--- src/tank_pkg.sv ---
/* tank game shared definitions
   grid coordinates, headings, counters and fixed game constants */

`default_nettype none

package tank_pkg;

	// 32 x 32 cell playfield
	localparam int COORD_W = 5;

	typedef logic [COORD_W-1:0] coord_t;

	localparam coord_t COORD_MAX = coord_t'(31);	// last row / column

	// heading, same order as the button set w, a, s, d
	typedef enum logic [1:0] {
		DIR_UP    = 2'd0,
		DIR_LEFT  = 2'd1,
		DIR_DOWN  = 2'd2,
		DIR_RIGHT = 2'd3
	} dir_t;

	localparam int N_ENEMY = 4;

	// score saturates at 63
	typedef logic [5:0] score_t;

	typedef logic [2:0] hp_t;

	localparam hp_t HP_INIT = hp_t'(3);

	// player start cell, near the bottom edge
	localparam coord_t PLAYER_X0 = coord_t'(16);
	localparam coord_t PLAYER_Y0 = coord_t'(30);

	// one fixed column per enemy
	localparam coord_t SPAWN_X [N_ENEMY] = '{
		coord_t'(4),
		coord_t'(12),
		coord_t'(20),
		coord_t'(28)
	};

endpackage

`default_nettype wire

--- src/game_if.sv ---
/* tank and bullet state buses
   src side owns the state, dst side observes it */

`timescale 1ns/1ps
`default_nettype none

interface tank_if import tank_pkg::*; ();

	coord_t x;
	coord_t y;
	dir_t   dir;
	logic   fire;	// one-cycle shoot strobe

	modport src (
		output x, y, dir, fire
	);

	modport dst (
		input x, y, dir, fire
	);

endinterface

interface bullet_if import tank_pkg::*; ();

	logic   active;
	coord_t x;
	coord_t y;
	dir_t   dir;	// flight direction, fixed at launch

	modport src (
		output active, x, y, dir
	);

	modport dst (
		input active, x, y, dir
	);

endinterface

`default_nettype wire

--- src/game_tick.sv ---
/* game pacing, move tick every TICK_DIV cycles and bullet tick twice as often */

`timescale 1ns/1ps
`default_nettype none

module game_tick #(
	parameter int TICK_DIV = 16
) (
	input  logic clk,
	input  logic arst_n,
	input  logic gameover,
	output logic move_tick,
	output logic bullet_tick
);

	localparam int CNT_W = $clog2(TICK_DIV);
	localparam logic [CNT_W-1:0] LAST = CNT_W'(TICK_DIV - 1);
	localparam logic [CNT_W-1:0] HALF = CNT_W'(TICK_DIV / 2 - 1);

	logic [CNT_W-1:0] cnt;

	// counter freezes once the game is over
	always_ff @(posedge clk or negedge arst_n) begin
		if (!arst_n) begin
			cnt <= '0;
		end else if (!gameover) begin
			cnt <= (cnt == LAST) ? '0 : cnt + 1'b1;
		end
	end

	assign move_tick   = !gameover && (cnt == LAST);
	assign bullet_tick = !gameover && ((cnt == LAST) || (cnt == HALF));	// mid and end of period

endmodule

`default_nettype wire

--- src/player_tank.sv ---
/* player tank, moves one cell per tick under button control
   and turns a shoot press into a fire strobe while the bullet is idle */

`timescale 1ns/1ps
`default_nettype none

module player_tank import tank_pkg::*; (
	input  logic clk,
	input  logic arst_n,
	input  logic bt_w,
	input  logic bt_a,
	input  logic bt_s,
	input  logic bt_d,
	input  logic bt_st,
	input  logic move_tick,
	bullet_if.dst bul,
	tank_if.src tank
);

	logic st_meta;
	logic st_sync;
	logic st_prev;
	logic st_rise;

	// shoot button sync and edge detect
	always_ff @(posedge clk or negedge arst_n) begin
		if (!arst_n) begin
			st_meta <= 1'b0;
			st_sync <= 1'b0;
			st_prev <= 1'b0;
		end else begin
			st_meta <= bt_st;
			st_sync <= st_meta;
			st_prev <= st_sync;
		end
	end

	assign st_rise = st_sync && !st_prev;

	// one bullet at a time, presses during flight are dropped
	always_ff @(posedge clk or negedge arst_n) begin
		if (!arst_n) begin
			tank.fire <= 1'b0;
		end else begin
			tank.fire <= st_rise && !bul.active;
		end
	end

	// w beats a beats s beats d
	always_ff @(posedge clk or negedge arst_n) begin
		if (!arst_n) begin
			tank.x   <= PLAYER_X0;
			tank.y   <= PLAYER_Y0;
			tank.dir <= DIR_UP;
		end else if (move_tick) begin
			if (bt_w) begin
				tank.dir <= DIR_UP;
				if (tank.y != '0)
					tank.y <= tank.y - 1'b1;
			end else if (bt_a) begin
				tank.dir <= DIR_LEFT;
				if (tank.x != '0)
					tank.x <= tank.x - 1'b1;
			end else if (bt_s) begin
				tank.dir <= DIR_DOWN;
				if (tank.y != COORD_MAX)
					tank.y <= tank.y + 1'b1;
			end else if (bt_d) begin
				tank.dir <= DIR_RIGHT;
				if (tank.x != COORD_MAX)
					tank.x <= tank.x + 1'b1;
			end
		end
	end

endmodule

`default_nettype wire

--- src/bullet.sv ---
/* player bullet, launched from the tank on fire and flown one cell
   per bullet tick until it hits an enemy or reaches the grid edge */

`timescale 1ns/1ps
`default_nettype none

module bullet import tank_pkg::*; (
	input  logic               clk,
	input  logic               arst_n,
	input  logic               bullet_tick,
	tank_if.dst                tank,
	input  logic [N_ENEMY-1:0] kill,
	bullet_if.src              bul
);

	logic at_edge;	// next step would leave the grid
	logic step;

	always_comb begin
		case (bul.dir)
			DIR_UP:    at_edge = (bul.y == '0);
			DIR_LEFT:  at_edge = (bul.x == '0);
			DIR_DOWN:  at_edge = (bul.y == COORD_MAX);
			default:   at_edge = (bul.x == COORD_MAX);
		endcase
	end

	assign step = bul.active && bullet_tick;

	always_ff @(posedge clk or negedge arst_n) begin
		if (!arst_n) begin
			bul.active <= 1'b0;
		end else if (|kill) begin
			bul.active <= 1'b0;	// any enemy hit retires it
		end else if (tank.fire) begin
			bul.active <= 1'b1;
		end else if (step && at_edge) begin
			bul.active <= 1'b0;
		end
	end

	// position and heading
	always_ff @(posedge clk) begin
		if (tank.fire) begin
			bul.x   <= tank.x;
			bul.y   <= tank.y;
			bul.dir <= tank.dir;
		end else if (step && !at_edge) begin
			case (bul.dir)
				DIR_UP:    bul.y <= bul.y - 1'b1;
				DIR_LEFT:  bul.x <= bul.x - 1'b1;
				DIR_DOWN:  bul.y <= bul.y + 1'b1;
				default:   bul.x <= bul.x + 1'b1;
			endcase
		end
	end

endmodule

`default_nettype wire

--- src/enemy_tank.sv ---
/* one enemy tank marching down a fixed column
   flags bullet hits and player collisions, then respawns at the top */

`timescale 1ns/1ps
`default_nettype none

module enemy_tank import tank_pkg::*; #(
	parameter coord_t SPAWN_COL = '0
) (
	input  logic clk,
	input  logic arst_n,
	input  logic move_tick,
	tank_if.dst  player,
	bullet_if.dst bul,
	output logic kill,
	output logic bump
);

	coord_t y;	// current row
	logic   hit;
	logic   crash;

	// at most one cell apart, no wrap between 0 and 31
	function automatic logic near(input coord_t a, input coord_t b);
		coord_t d;
		d = (a > b) ? a - b : b - a;
		return d <= coord_t'(1);
	endfunction

	// same column with close rows, or same row with close columns
	always_comb begin
		hit = 1'b0;
		if (bul.active) begin
			if (bul.x == SPAWN_COL && near(bul.y, y))
				hit = 1'b1;
			if (bul.y == y && near(bul.x, SPAWN_COL))
				hit = 1'b1;
		end
	end

	assign crash = (player.x == SPAWN_COL) && (player.y == y);

	always_ff @(posedge clk or negedge arst_n) begin
		if (!arst_n) begin
			y    <= '0;
			kill <= 1'b0;
			bump <= 1'b0;
		end else begin
			kill <= hit && !kill;	// stale bullet is still shown for a cycle
			bump <= crash;
			if ((hit && !kill) || crash) begin
				y <= '0;
			end else if (move_tick) begin
				y <= y + 1'b1;	// wraps 31 -> 0
			end
		end
	end

endmodule

`default_nettype wire

--- src/game_state.sv ---
/* classic mode bookkeeping
   saturating score, hit points and latched game over */

`timescale 1ns/1ps
`default_nettype none

module game_state import tank_pkg::*; (
	input  logic               clk,
	input  logic               arst_n,
	input  logic [N_ENEMY-1:0] kill,
	input  logic [N_ENEMY-1:0] bump,
	output score_t             score,
	output hp_t                hp,
	output logic               gameover
);

	localparam int SCORE_W = $bits(score_t);
	localparam int NK_W    = $clog2(N_ENEMY + 1);

	logic [NK_W-1:0]    n_kill;
	logic [SCORE_W:0]   score_sum;	// one spare bit for overflow
	score_t             score_next;
	hp_t                hp_next;

	always_comb begin
		n_kill = '0;
		for (int i = 0; i < N_ENEMY; i++)
			n_kill = n_kill + NK_W'(kill[i]);
	end

	assign score_sum  = {1'b0, score} + (SCORE_W + 1)'(n_kill);
	assign score_next = score_sum[SCORE_W] ? '1 : score_sum[SCORE_W-1:0];

	// several bumps in one cycle cost a single point
	assign hp_next = (|bump && hp != '0) ? hp - 1'b1 : hp;

	always_ff @(posedge clk or negedge arst_n) begin
		if (!arst_n) begin
			score    <= '0;
			hp       <= HP_INIT;
			gameover <= 1'b0;
		end else if (!gameover) begin
			score    <= score_next;
			hp       <= hp_next;
			gameover <= (hp_next == '0);
		end
	end

endmodule

`default_nettype wire

--- src/tank_game_top.sv ---
/* tank game core, ticks, player, bullet, four enemies and scoring */

`timescale 1ns/1ps
`default_nettype none

module tank_game_top import tank_pkg::*; #(
	parameter int TICK_DIV = 16
) (
	input  logic   clk,
	input  logic   arst_n,
	input  logic   bt_w,
	input  logic   bt_a,
	input  logic   bt_s,
	input  logic   bt_d,
	input  logic   bt_st,
	output coord_t player_x,
	output coord_t player_y,
	output dir_t   player_dir,
	output logic   bullet_active,
	output coord_t bullet_x,
	output coord_t bullet_y,
	output score_t score,
	output hp_t    hp,
	output logic   gameover
);

	logic               move_tick;
	logic               bullet_tick;
	logic [N_ENEMY-1:0] kill;
	logic [N_ENEMY-1:0] bump;

	tank_if   tank ();
	bullet_if bul ();

	game_tick #(
		.TICK_DIV    (TICK_DIV)
	) u_game_tick (
		.clk         (clk),
		.arst_n      (arst_n),
		.gameover    (gameover),
		.move_tick   (move_tick),
		.bullet_tick (bullet_tick)
	);

	player_tank u_player_tank (
		.clk       (clk),
		.arst_n    (arst_n),
		.bt_w      (bt_w),
		.bt_a      (bt_a),
		.bt_s      (bt_s),
		.bt_d      (bt_d),
		.bt_st     (bt_st),
		.move_tick (move_tick),
		.bul       (bul.dst),
		.tank      (tank.src)
	);

	bullet u_bullet (
		.clk         (clk),
		.arst_n      (arst_n),
		.bullet_tick (bullet_tick),
		.tank        (tank.dst),
		.kill        (kill),
		.bul         (bul.src)
	);

	// one enemy per spawn column
	for (genvar i = 0; i < N_ENEMY; i++) begin : g_enemy
		enemy_tank #(
			.SPAWN_COL (SPAWN_X[i])
		) u_enemy_tank (
			.clk       (clk),
			.arst_n    (arst_n),
			.move_tick (move_tick),
			.player    (tank.dst),
			.bul       (bul.dst),
			.kill      (kill[i]),
			.bump      (bump[i])
		);
	end

	game_state u_game_state (
		.clk      (clk),
		.arst_n   (arst_n),
		.kill     (kill),
		.bump     (bump),
		.score    (score),
		.hp       (hp),
		.gameover (gameover)
	);

	assign player_x      = tank.x;
	assign player_y      = tank.y;
	assign player_dir    = tank.dir;
	assign bullet_active = bul.active;
	assign bullet_x      = bul.x;
	assign bullet_y      = bul.y;

endmodule

`default_nettype wire

--- config.mk ---
export PLATFORM = sky130hd
export DESIGN_NAME = tank_game_top
export DESIGN_NICKNAME = d
export VERILOG_FILES = /design/src/tank_pkg.sv /design/src/game_if.sv /design/src/game_tick.sv /design/src/player_tank.sv /design/src/bullet.sv /design/src/enemy_tank.sv /design/src/game_state.sv /design/src/tank_game_top.sv
export SDC_FILE = /design/constraint.sdc
export NUM_CORES = 1
export LEC_CHECK = 0
export BUFFER_PORTS_ARGS = -buffer_cell sky130_fd_sc_hd__buf_2
export CORE_MARGIN = 2
export CORE_UTILIZATION = 57
export CTS_CLUSTER_SIZE = 10
export DETAILED_ROUTE_END_ITERATION = 7
export PLACE_DENSITY = 0.81
export SLEW_MARGIN = 40
export SYNTH_ARGS = -nofsm -noshare
export SYNTH_HDL_FRONTEND = slang
export SYNTH_HIERARCHICAL = 1
export SYNTH_SLANG_ARGS = --single-unit
--- constraint.sdc ---
create_clock -name clk -period 3.8 [get_ports clk]
set_input_delay 0.38 -clock clk [delete_from_list [all_inputs] [get_ports clk]]
set_output_delay 0.38 -clock clk [all_outputs]
set_load 0.1 [all_outputs]
* Word-level counts from Yosys, hierarchy flattened
Cells that the tools add are included.
** Operators by class
- Mux-type cells :: 56
- Order comparisons :: 16
- Bitwise operators :: 1
- Equal/unequal tests :: 29
- $add $sub $neg :: 34
- Reductions and logical operators :: 64
** Operators with widths (count)
- 5-bit two-way mux :: 30
- 5-bit by 1-bit adder with 5-bit output (second input constant) :: 8
- 5-bit == test :: 8
- 5-bit by 1-bit <= comparator with 1-bit output (second input constant) :: 8
- 5-bit subtractor :: 8
- 5-bit == test (second input constant) :: 6
- 1-bit logical AND :: 24
- 5-bit greater-than comparator :: 4
- 5-bit one-hot mux with 2 select lines :: 2
- 5-bit by 1-bit subtractor with 5-bit output (second input constant) :: 4
- 2-bit nonzero test :: 9
- 1-bit two-way mux :: 16
- 5-bit by 3-bit == test with 1-bit output (second input constant) :: 2
- 5-bit by 4-bit == test with 1-bit output (second input constant) :: 2
- 5-bit greater-than comparator (second input constant) :: 2
- 5-bit zero test :: 2
- 5-bit inequality test (second input constant) :: 2
- 5-bit nonzero test :: 2
- 5-bit subtractor (first input constant) :: 2
- 5-bit subtractor (second input constant) :: 2
- 3-bit nonzero test :: 3
- 1-bit zero test :: 8
- 2-bit two-way mux :: 4
- 4-bit OR reduction :: 2
- other kinds (30) :: 40
** Word-level totals
- Output and inout port bits :: 33
- Register bits after elaboration :: 71
- Logic and storage cells :: 227
- Input bits :: 7

* Logic depth before layout (Yosys ltp)
- Depth after elaboration :: 10
- Mapped depth :: 11
- Depth with buffers taken out :: 11

* Modules after synthesis
The synthesis kept the hierarchy.
** Modules (own cells, without submodules)
- player_tank :: cells an instance 84, times used 1, sequential area each 406.6 um2, area each 927.1 um2
- enemy_tank at g_enemy[0].u_enemy_tank :: cells an instance 108, times used 1, sequential area each 175.2 um2, area each 914.6 um2
- enemy_tank at g_enemy[3].u_enemy_tank :: cells an instance 106, times used 1, sequential area each 175.2 um2, area each 913.4 um2
- enemy_tank at g_enemy[1].u_enemy_tank :: cells an instance 108, times used 1, sequential area each 175.2 um2, area each 904.6 um2
- enemy_tank at g_enemy[2].u_enemy_tank :: cells an instance 107, times used 1, sequential area each 175.2 um2, area each 903.4 um2
- bullet :: cells an instance 80, times used 1, sequential area each 385.4 um2, area each 870.8 um2
- game_state :: cells an instance 67, times used 1, sequential area each 252.7 um2, area each 661.9 um2
- game_tick :: cells an instance 19, times used 1, sequential area each 100.1 um2, area each 211.5 um2

* Worst setup path after synthesis
Ideal clock, no wire load.
- Path type :: reg-to-reg
- Start point :: register u_game_state.gameover
- End point :: register u_player_tank.tank.x[1]
- Setup time :: 129 ps
- Required time :: 3671 ps
- Setup slack :: 573 ps
- Path buffers :: 0
- Clock period less this slack :: 3227 ps
- Stages on the path, launching flop included :: 7
- Arrival time :: 3099 ps
- Cells stage by stage :: dfrtp_1 > nand2b_4 > nor2_1 > nand2b_1 > o21bai_1 > nor3_2 > mux2_1
** Between the ends
- Longest elaborated chain between the ends :: 3
** RTL lines
- start, declared :: RTL line game_state.sv:14 : output logic gameover
- start signal, assigned :: RTL line game_state.sv:45 : gameover <= (hp_next == '0);
- 1-bit zero test
- 1-bit logical AND :: RTL line game_tick.sv:31 : assign move_tick = !gameover && (cnt == LAST);
- via move_tick :: RTL line tank_game_top.sv:27 : logic move_tick;
- 6-bit AND reduction (no source line)
- end signal, assigned :: RTL line player_tank.sv:63 : tank.x <= tank.x - 1'b1;
- end signal, assigned :: RTL line player_tank.sv:71 : tank.x <= tank.x + 1'b1;
- end, declared :: RTL line game_if.sv:15 : output x, y, dir, fire
The timed path passes the listed nets, and every way through them passes these cells.
A chain may end at the register's enable or synchronous reset.

* Final worst setup path
- Start point :: register g_enemy[0].u_enemy_tank.kill
- End point :: register u_game_state.score[2]
** Between the ends
- Longest elaborated chain between the ends :: 5
** RTL lines
- start, declared :: RTL line enemy_tank.sv:15 : output logic kill,
- start signal, assigned :: RTL line enemy_tank.sv:49 : kill <= hit && !kill;
- 1-bit by 1-bit adder with 2-bit output :: RTL line game_state.sv:28 : n_kill = n_kill + NK_W'(kill[i]);
- 3-bit by 1-bit adder with 3-bit output (2 in series) :: RTL line game_state.sv:28
- 6-bit by 3-bit adder with 7-bit output :: RTL line game_state.sv:31 : assign score_sum = {1'b0, score} + (SCORE_W + 1)'(n_kill);
- 6-bit two-way mux :: RTL line game_state.sv:32 : assign score_next = score_sum[SCORE_W] ? '1 : score_sum[SCORE_W-1:0];
- end signal, assigned :: RTL line game_state.sv:43 : score <= score_next;
- end, declared :: RTL line game_state.sv:12 : output score_t score,
No other way between the ends.

==> summary.md <==
| Metric | Value |
|---|---|
| VDD IR max | `between 200 and 250 uV` |
| Number of synthesized flops with an enable pin | `12` |
| Area leader, netlist | `dfrtp_1` |
| Vias | `between 5000 and 6000` |
| Final setup TNS | `0 ps` |
| Drt total wl | `around 15000 um` |
| Antenna viol nets, final | `0` |
| Antenna diodes | `0` |
| Number of synthesized register bits | `slightly above 70` |
| # IOs | `40` |
| Slowest stage delay, CP | `between 400 and 500 ps` |
| Placed cells | `between 800 and 900` |
| Root Buffer | `clkbuf_8` |
| Unrepaired setup endpoints after global routing | `no` |
| Fmax | `357 MHz` |
| Full die area | `roughly 12000 um^2` |
| Initial antenna violation count | `0` |
| Hold crit path type | `in2reg` |
| Worst skew pair latency | `roughly 370 ps` |
| H-tree Lvls | `3` |
| HPWL after detailed placement | `11000 um` |
| Critical path class | `reg2reg` |
| Vert. Die Dim | `109 um` |
| IO buf count | `39` |
| Synth Cell Area | `approximately 6300 um^2` |
| Most frequent cells in the layout | `inv_1, ha_1, dfrtp_1` |
| Final period utilization | `0.738` |
| Worst Setup End Kind | `flip-flop` |
| Clk pin slew, worst setup/hold paths | `around 80 ps` |
| LEAKAGE | `0.00321 uW` |
| Synthesized Nets | `770` |
| PwrDens | `between 200 and 250 nW/um^2` |
| DRC errors left | `0` |
| Vias/cell | `around 6.0` |
| Fin cells | `872` |
| Drt pass-1 iters | `5` |
| First-pass GRT wire length | `24900 um` |
| Worst EP required | `4020 ps` |
| Core area | `between 10000 and 15000 um^2` |
| Gr ovfl total | `0` |
| Layout cells sized above 1 | `0.152` |
| Tmin final | `between 2000 and 3000 ps` |
| Avg Inst Size Synth | `roughly 9.3 um^2` |
| Top-area cell type share of the netlist area | `0.206` |
| Worst Tran Pin Value | `between 800 and 900 ps` |
| Data arrival time of the critical path | `3030 ps` |
| Fillers | `856` |
| Worst Path Max Fanout | `4` |
| DP Area | `6630 um^2` |
| Final Cell Area | `slightly below 7000 um^2` |
| Initial DRC Count | `377` |
| Netlist cell types | `approximately 80` |
| Vias in the first global route | `about 5200` |
| Syn-to-layout area delta | `9.48%` |
| WL per Instance | `~17 um` |
| Largest net degree at the start of global routing | `37` |
| Run status | `finished, final reports clean` |
| Post-synthesis sequential area ratio | `0.293` |
| Post-synth ARST share | `0.831` |
| CP most frequent cell | `inv_1` |
| CP Cell Sequence | `ha_1 -> inv_1 -> fa_1 -> inv_1 -> ha_1 -> inv_1 -> fa_1 -> nor2b_1 -> o21a_1 -> nand4_1 -> o311ai_0` |
| Num CTS Buffers | `9` |
| Ys flop type | `dfrtp_1` |
| Rows | `38` |
| Ranking of synthesized cells by area | `dfrtp_1, ha_1, xnor2_1` |
| Slew Limit Fails | `0` |
| Final-report hold violation count | `0` |
| Max-cap violations | `0` |
| Die Wd | `~110 um` |
| Total Power | `1520 uW` |
| Final setup vio count | `0` |
| Sink Count | `71` |
| Worst setup SP type | `flip-flop` |
| Setup Fix Bufs, Post-CTS | `0` |
| Clk_skew | `between 8 and 9 ps` |
| Layout Nets | `roughly 800` |
| Yosys warns | `6` |
| Slew HR | `0.419` |
| Tot GR Track Use | `0.267` |
| Placer Congestion | `between 0.9 and 1` |
| Synthesized netlist cell count | `~680` |
| Commonest non-fill, non-tap cell in the layout | `inv_1` |
| Initial Util | `0.582` |
| CP max stage cell | `dfrtp_1` |
| Maximum clock path buffer count | `2` |
| TritonCTS clock tree | `done` |
synthesized netlist by cell type, types with 6 or more instances:
master and instances:
o21ai_1 10, a21o_1 18, a21oi_1 34, dfrtp_1 52
dfstp_2 7, nor4_1 24, mux2i_1 7, nor3_1 12
xor2_1 35, nand2_1 41, fa_1 14, nand4_1 15
nand3_1 20, nor2b_1 7, edfxtp_1 12, xnor2_1 44
nor2_1 37, o21a_1 6, inv_1 81, nand2b_1 13
ha_1 70, o21ai_0 13, a31oi_1 7
critical path: cells and delay by family, from the launching register on:
family,cells,cell delay [ps]
AO/OA/AOI/OAI,2,390
AND/OR/NAND/NOR,2,380
adder cells (fa/ha/maj),4,1260
buffers and inverters,3,200
flip-flops,1,430
registers in the layout, summed over array words and instances (netlist names):
name                       cells
u_game_state/hp                3
u_player_tank/tank.fire        1
u_bullet/bul.y                 5
u_player_tank/st_meta          1
u_player_tank/st_prev          1
u_bullet/bul.x                 5
u_player_tank/tank.dir         2
u_player_tank/tank.x           5
u_player_tank/st_sync          1
g_enemy.u_enemy_tank/y        20
g_enemy.u_enemy_tank/bump      4
u_game_state/gameover          1
u_bullet/bul.active            1
u_game_tick/cnt                4
g_enemy.u_enemy_tank/kill      4
u_bullet/bul.dir               2
u_game_state/score             6
u_player_tank/tank.y           5
kinds of logic after synthesis:
family / count (synthesis) / share of synthesized area
xor gates and xnor gates: 79 / 0.110
adders and majority gates: 85 / 0.185
muxes: 19 / 0.0341
and+or+nand+nor: 207 / 0.182
buffers and inverters: 91 / 0.0603
AOI/OAI and AO/OA: 127 / 0.136
DFF: 71 / 0.293
metal layers:
metal | up-vias | track usage | routed length, um
met4 | 0 | 0.0949 | 368
met1 | 2571 | 0.340 | 6580
li1 | 2478 | - | -
met3 | 33 | 0.0478 | 762
met2 | 148 | 0.457 | 7370
met5 | - | 0 | 0
stage by stage:
stage / hold slack [ps] / worst slack (ps) / util
after floorplan: 84.4 / 573 / -
after global placement: 335 / 1190 / 0.612
after detailed placement: 342 / 1050 / 0.612
after CTS: 96.9 / 1020 / 0.633
after global routing: 96.4 / 834 / 0.637
final: 113 / 995 / 0.637
report_power, final:
part           leakage (uW)  internal [uW]  total (uW)  switching (uW)
Sequential         0.000879            773         773           0.922
Clock              0.000116            379         704             325
Combinational       0.00221           13.5        38.6            25.1
cell type report:
cell class | instances | area, um^2 | area share
repair buffers | 45 | 256 | 0.0371
inverters | 83 | 312 | 0.0451
flip-flops and latches | 71 | 1850 | 0.267
clock inverters | 7 | 103 | 0.0149
clock buffers | 9 | 124 | 0.0179
well taps | 140 | 175 | 0.0254
multi-input cells | 517 | 4090 | 0.592
final timing paths:
| kind | startpoint | end | slack, ps | cells after the start |
|---|---|---|---|---|
| max | g_enemy[0].u_enemy_tank/kill$_DFF_PN0_ | u_game_state/score[2]$_DFFE_PN0N_ | 1000 | 11 |
| min | bt_st | u_player_tank/st_meta$_DFF_PN0_ | 110 | 1 |
| max reg2reg | g_enemy[0].u_enemy_tank/kill$_DFF_PN0_ | u_game_state/score[2]$_DFFE_PN0N_ | 1000 | 11 |
| min reg2reg | u_player_tank/st_meta$_DFF_PN0_ | u_player_tank/st_sync$_DFF_PN0_ | 360 | 0 |
| max in group asynchronous | arst_n | u_player_tank/tank.y[3]$_DFFE_PN1P_ | 2530 | 3 |
| min in group asynchronous | arst_n | u_game_state/gameover$_DFF_PN0_ | 510 | 2 |
what timing repair did:
action	in CTS	in global routing
gates resized for setup	0	0
endpoints found under the hold margin	0	8
hold buffers	0	1
Power figures use the tool's default switching activity.
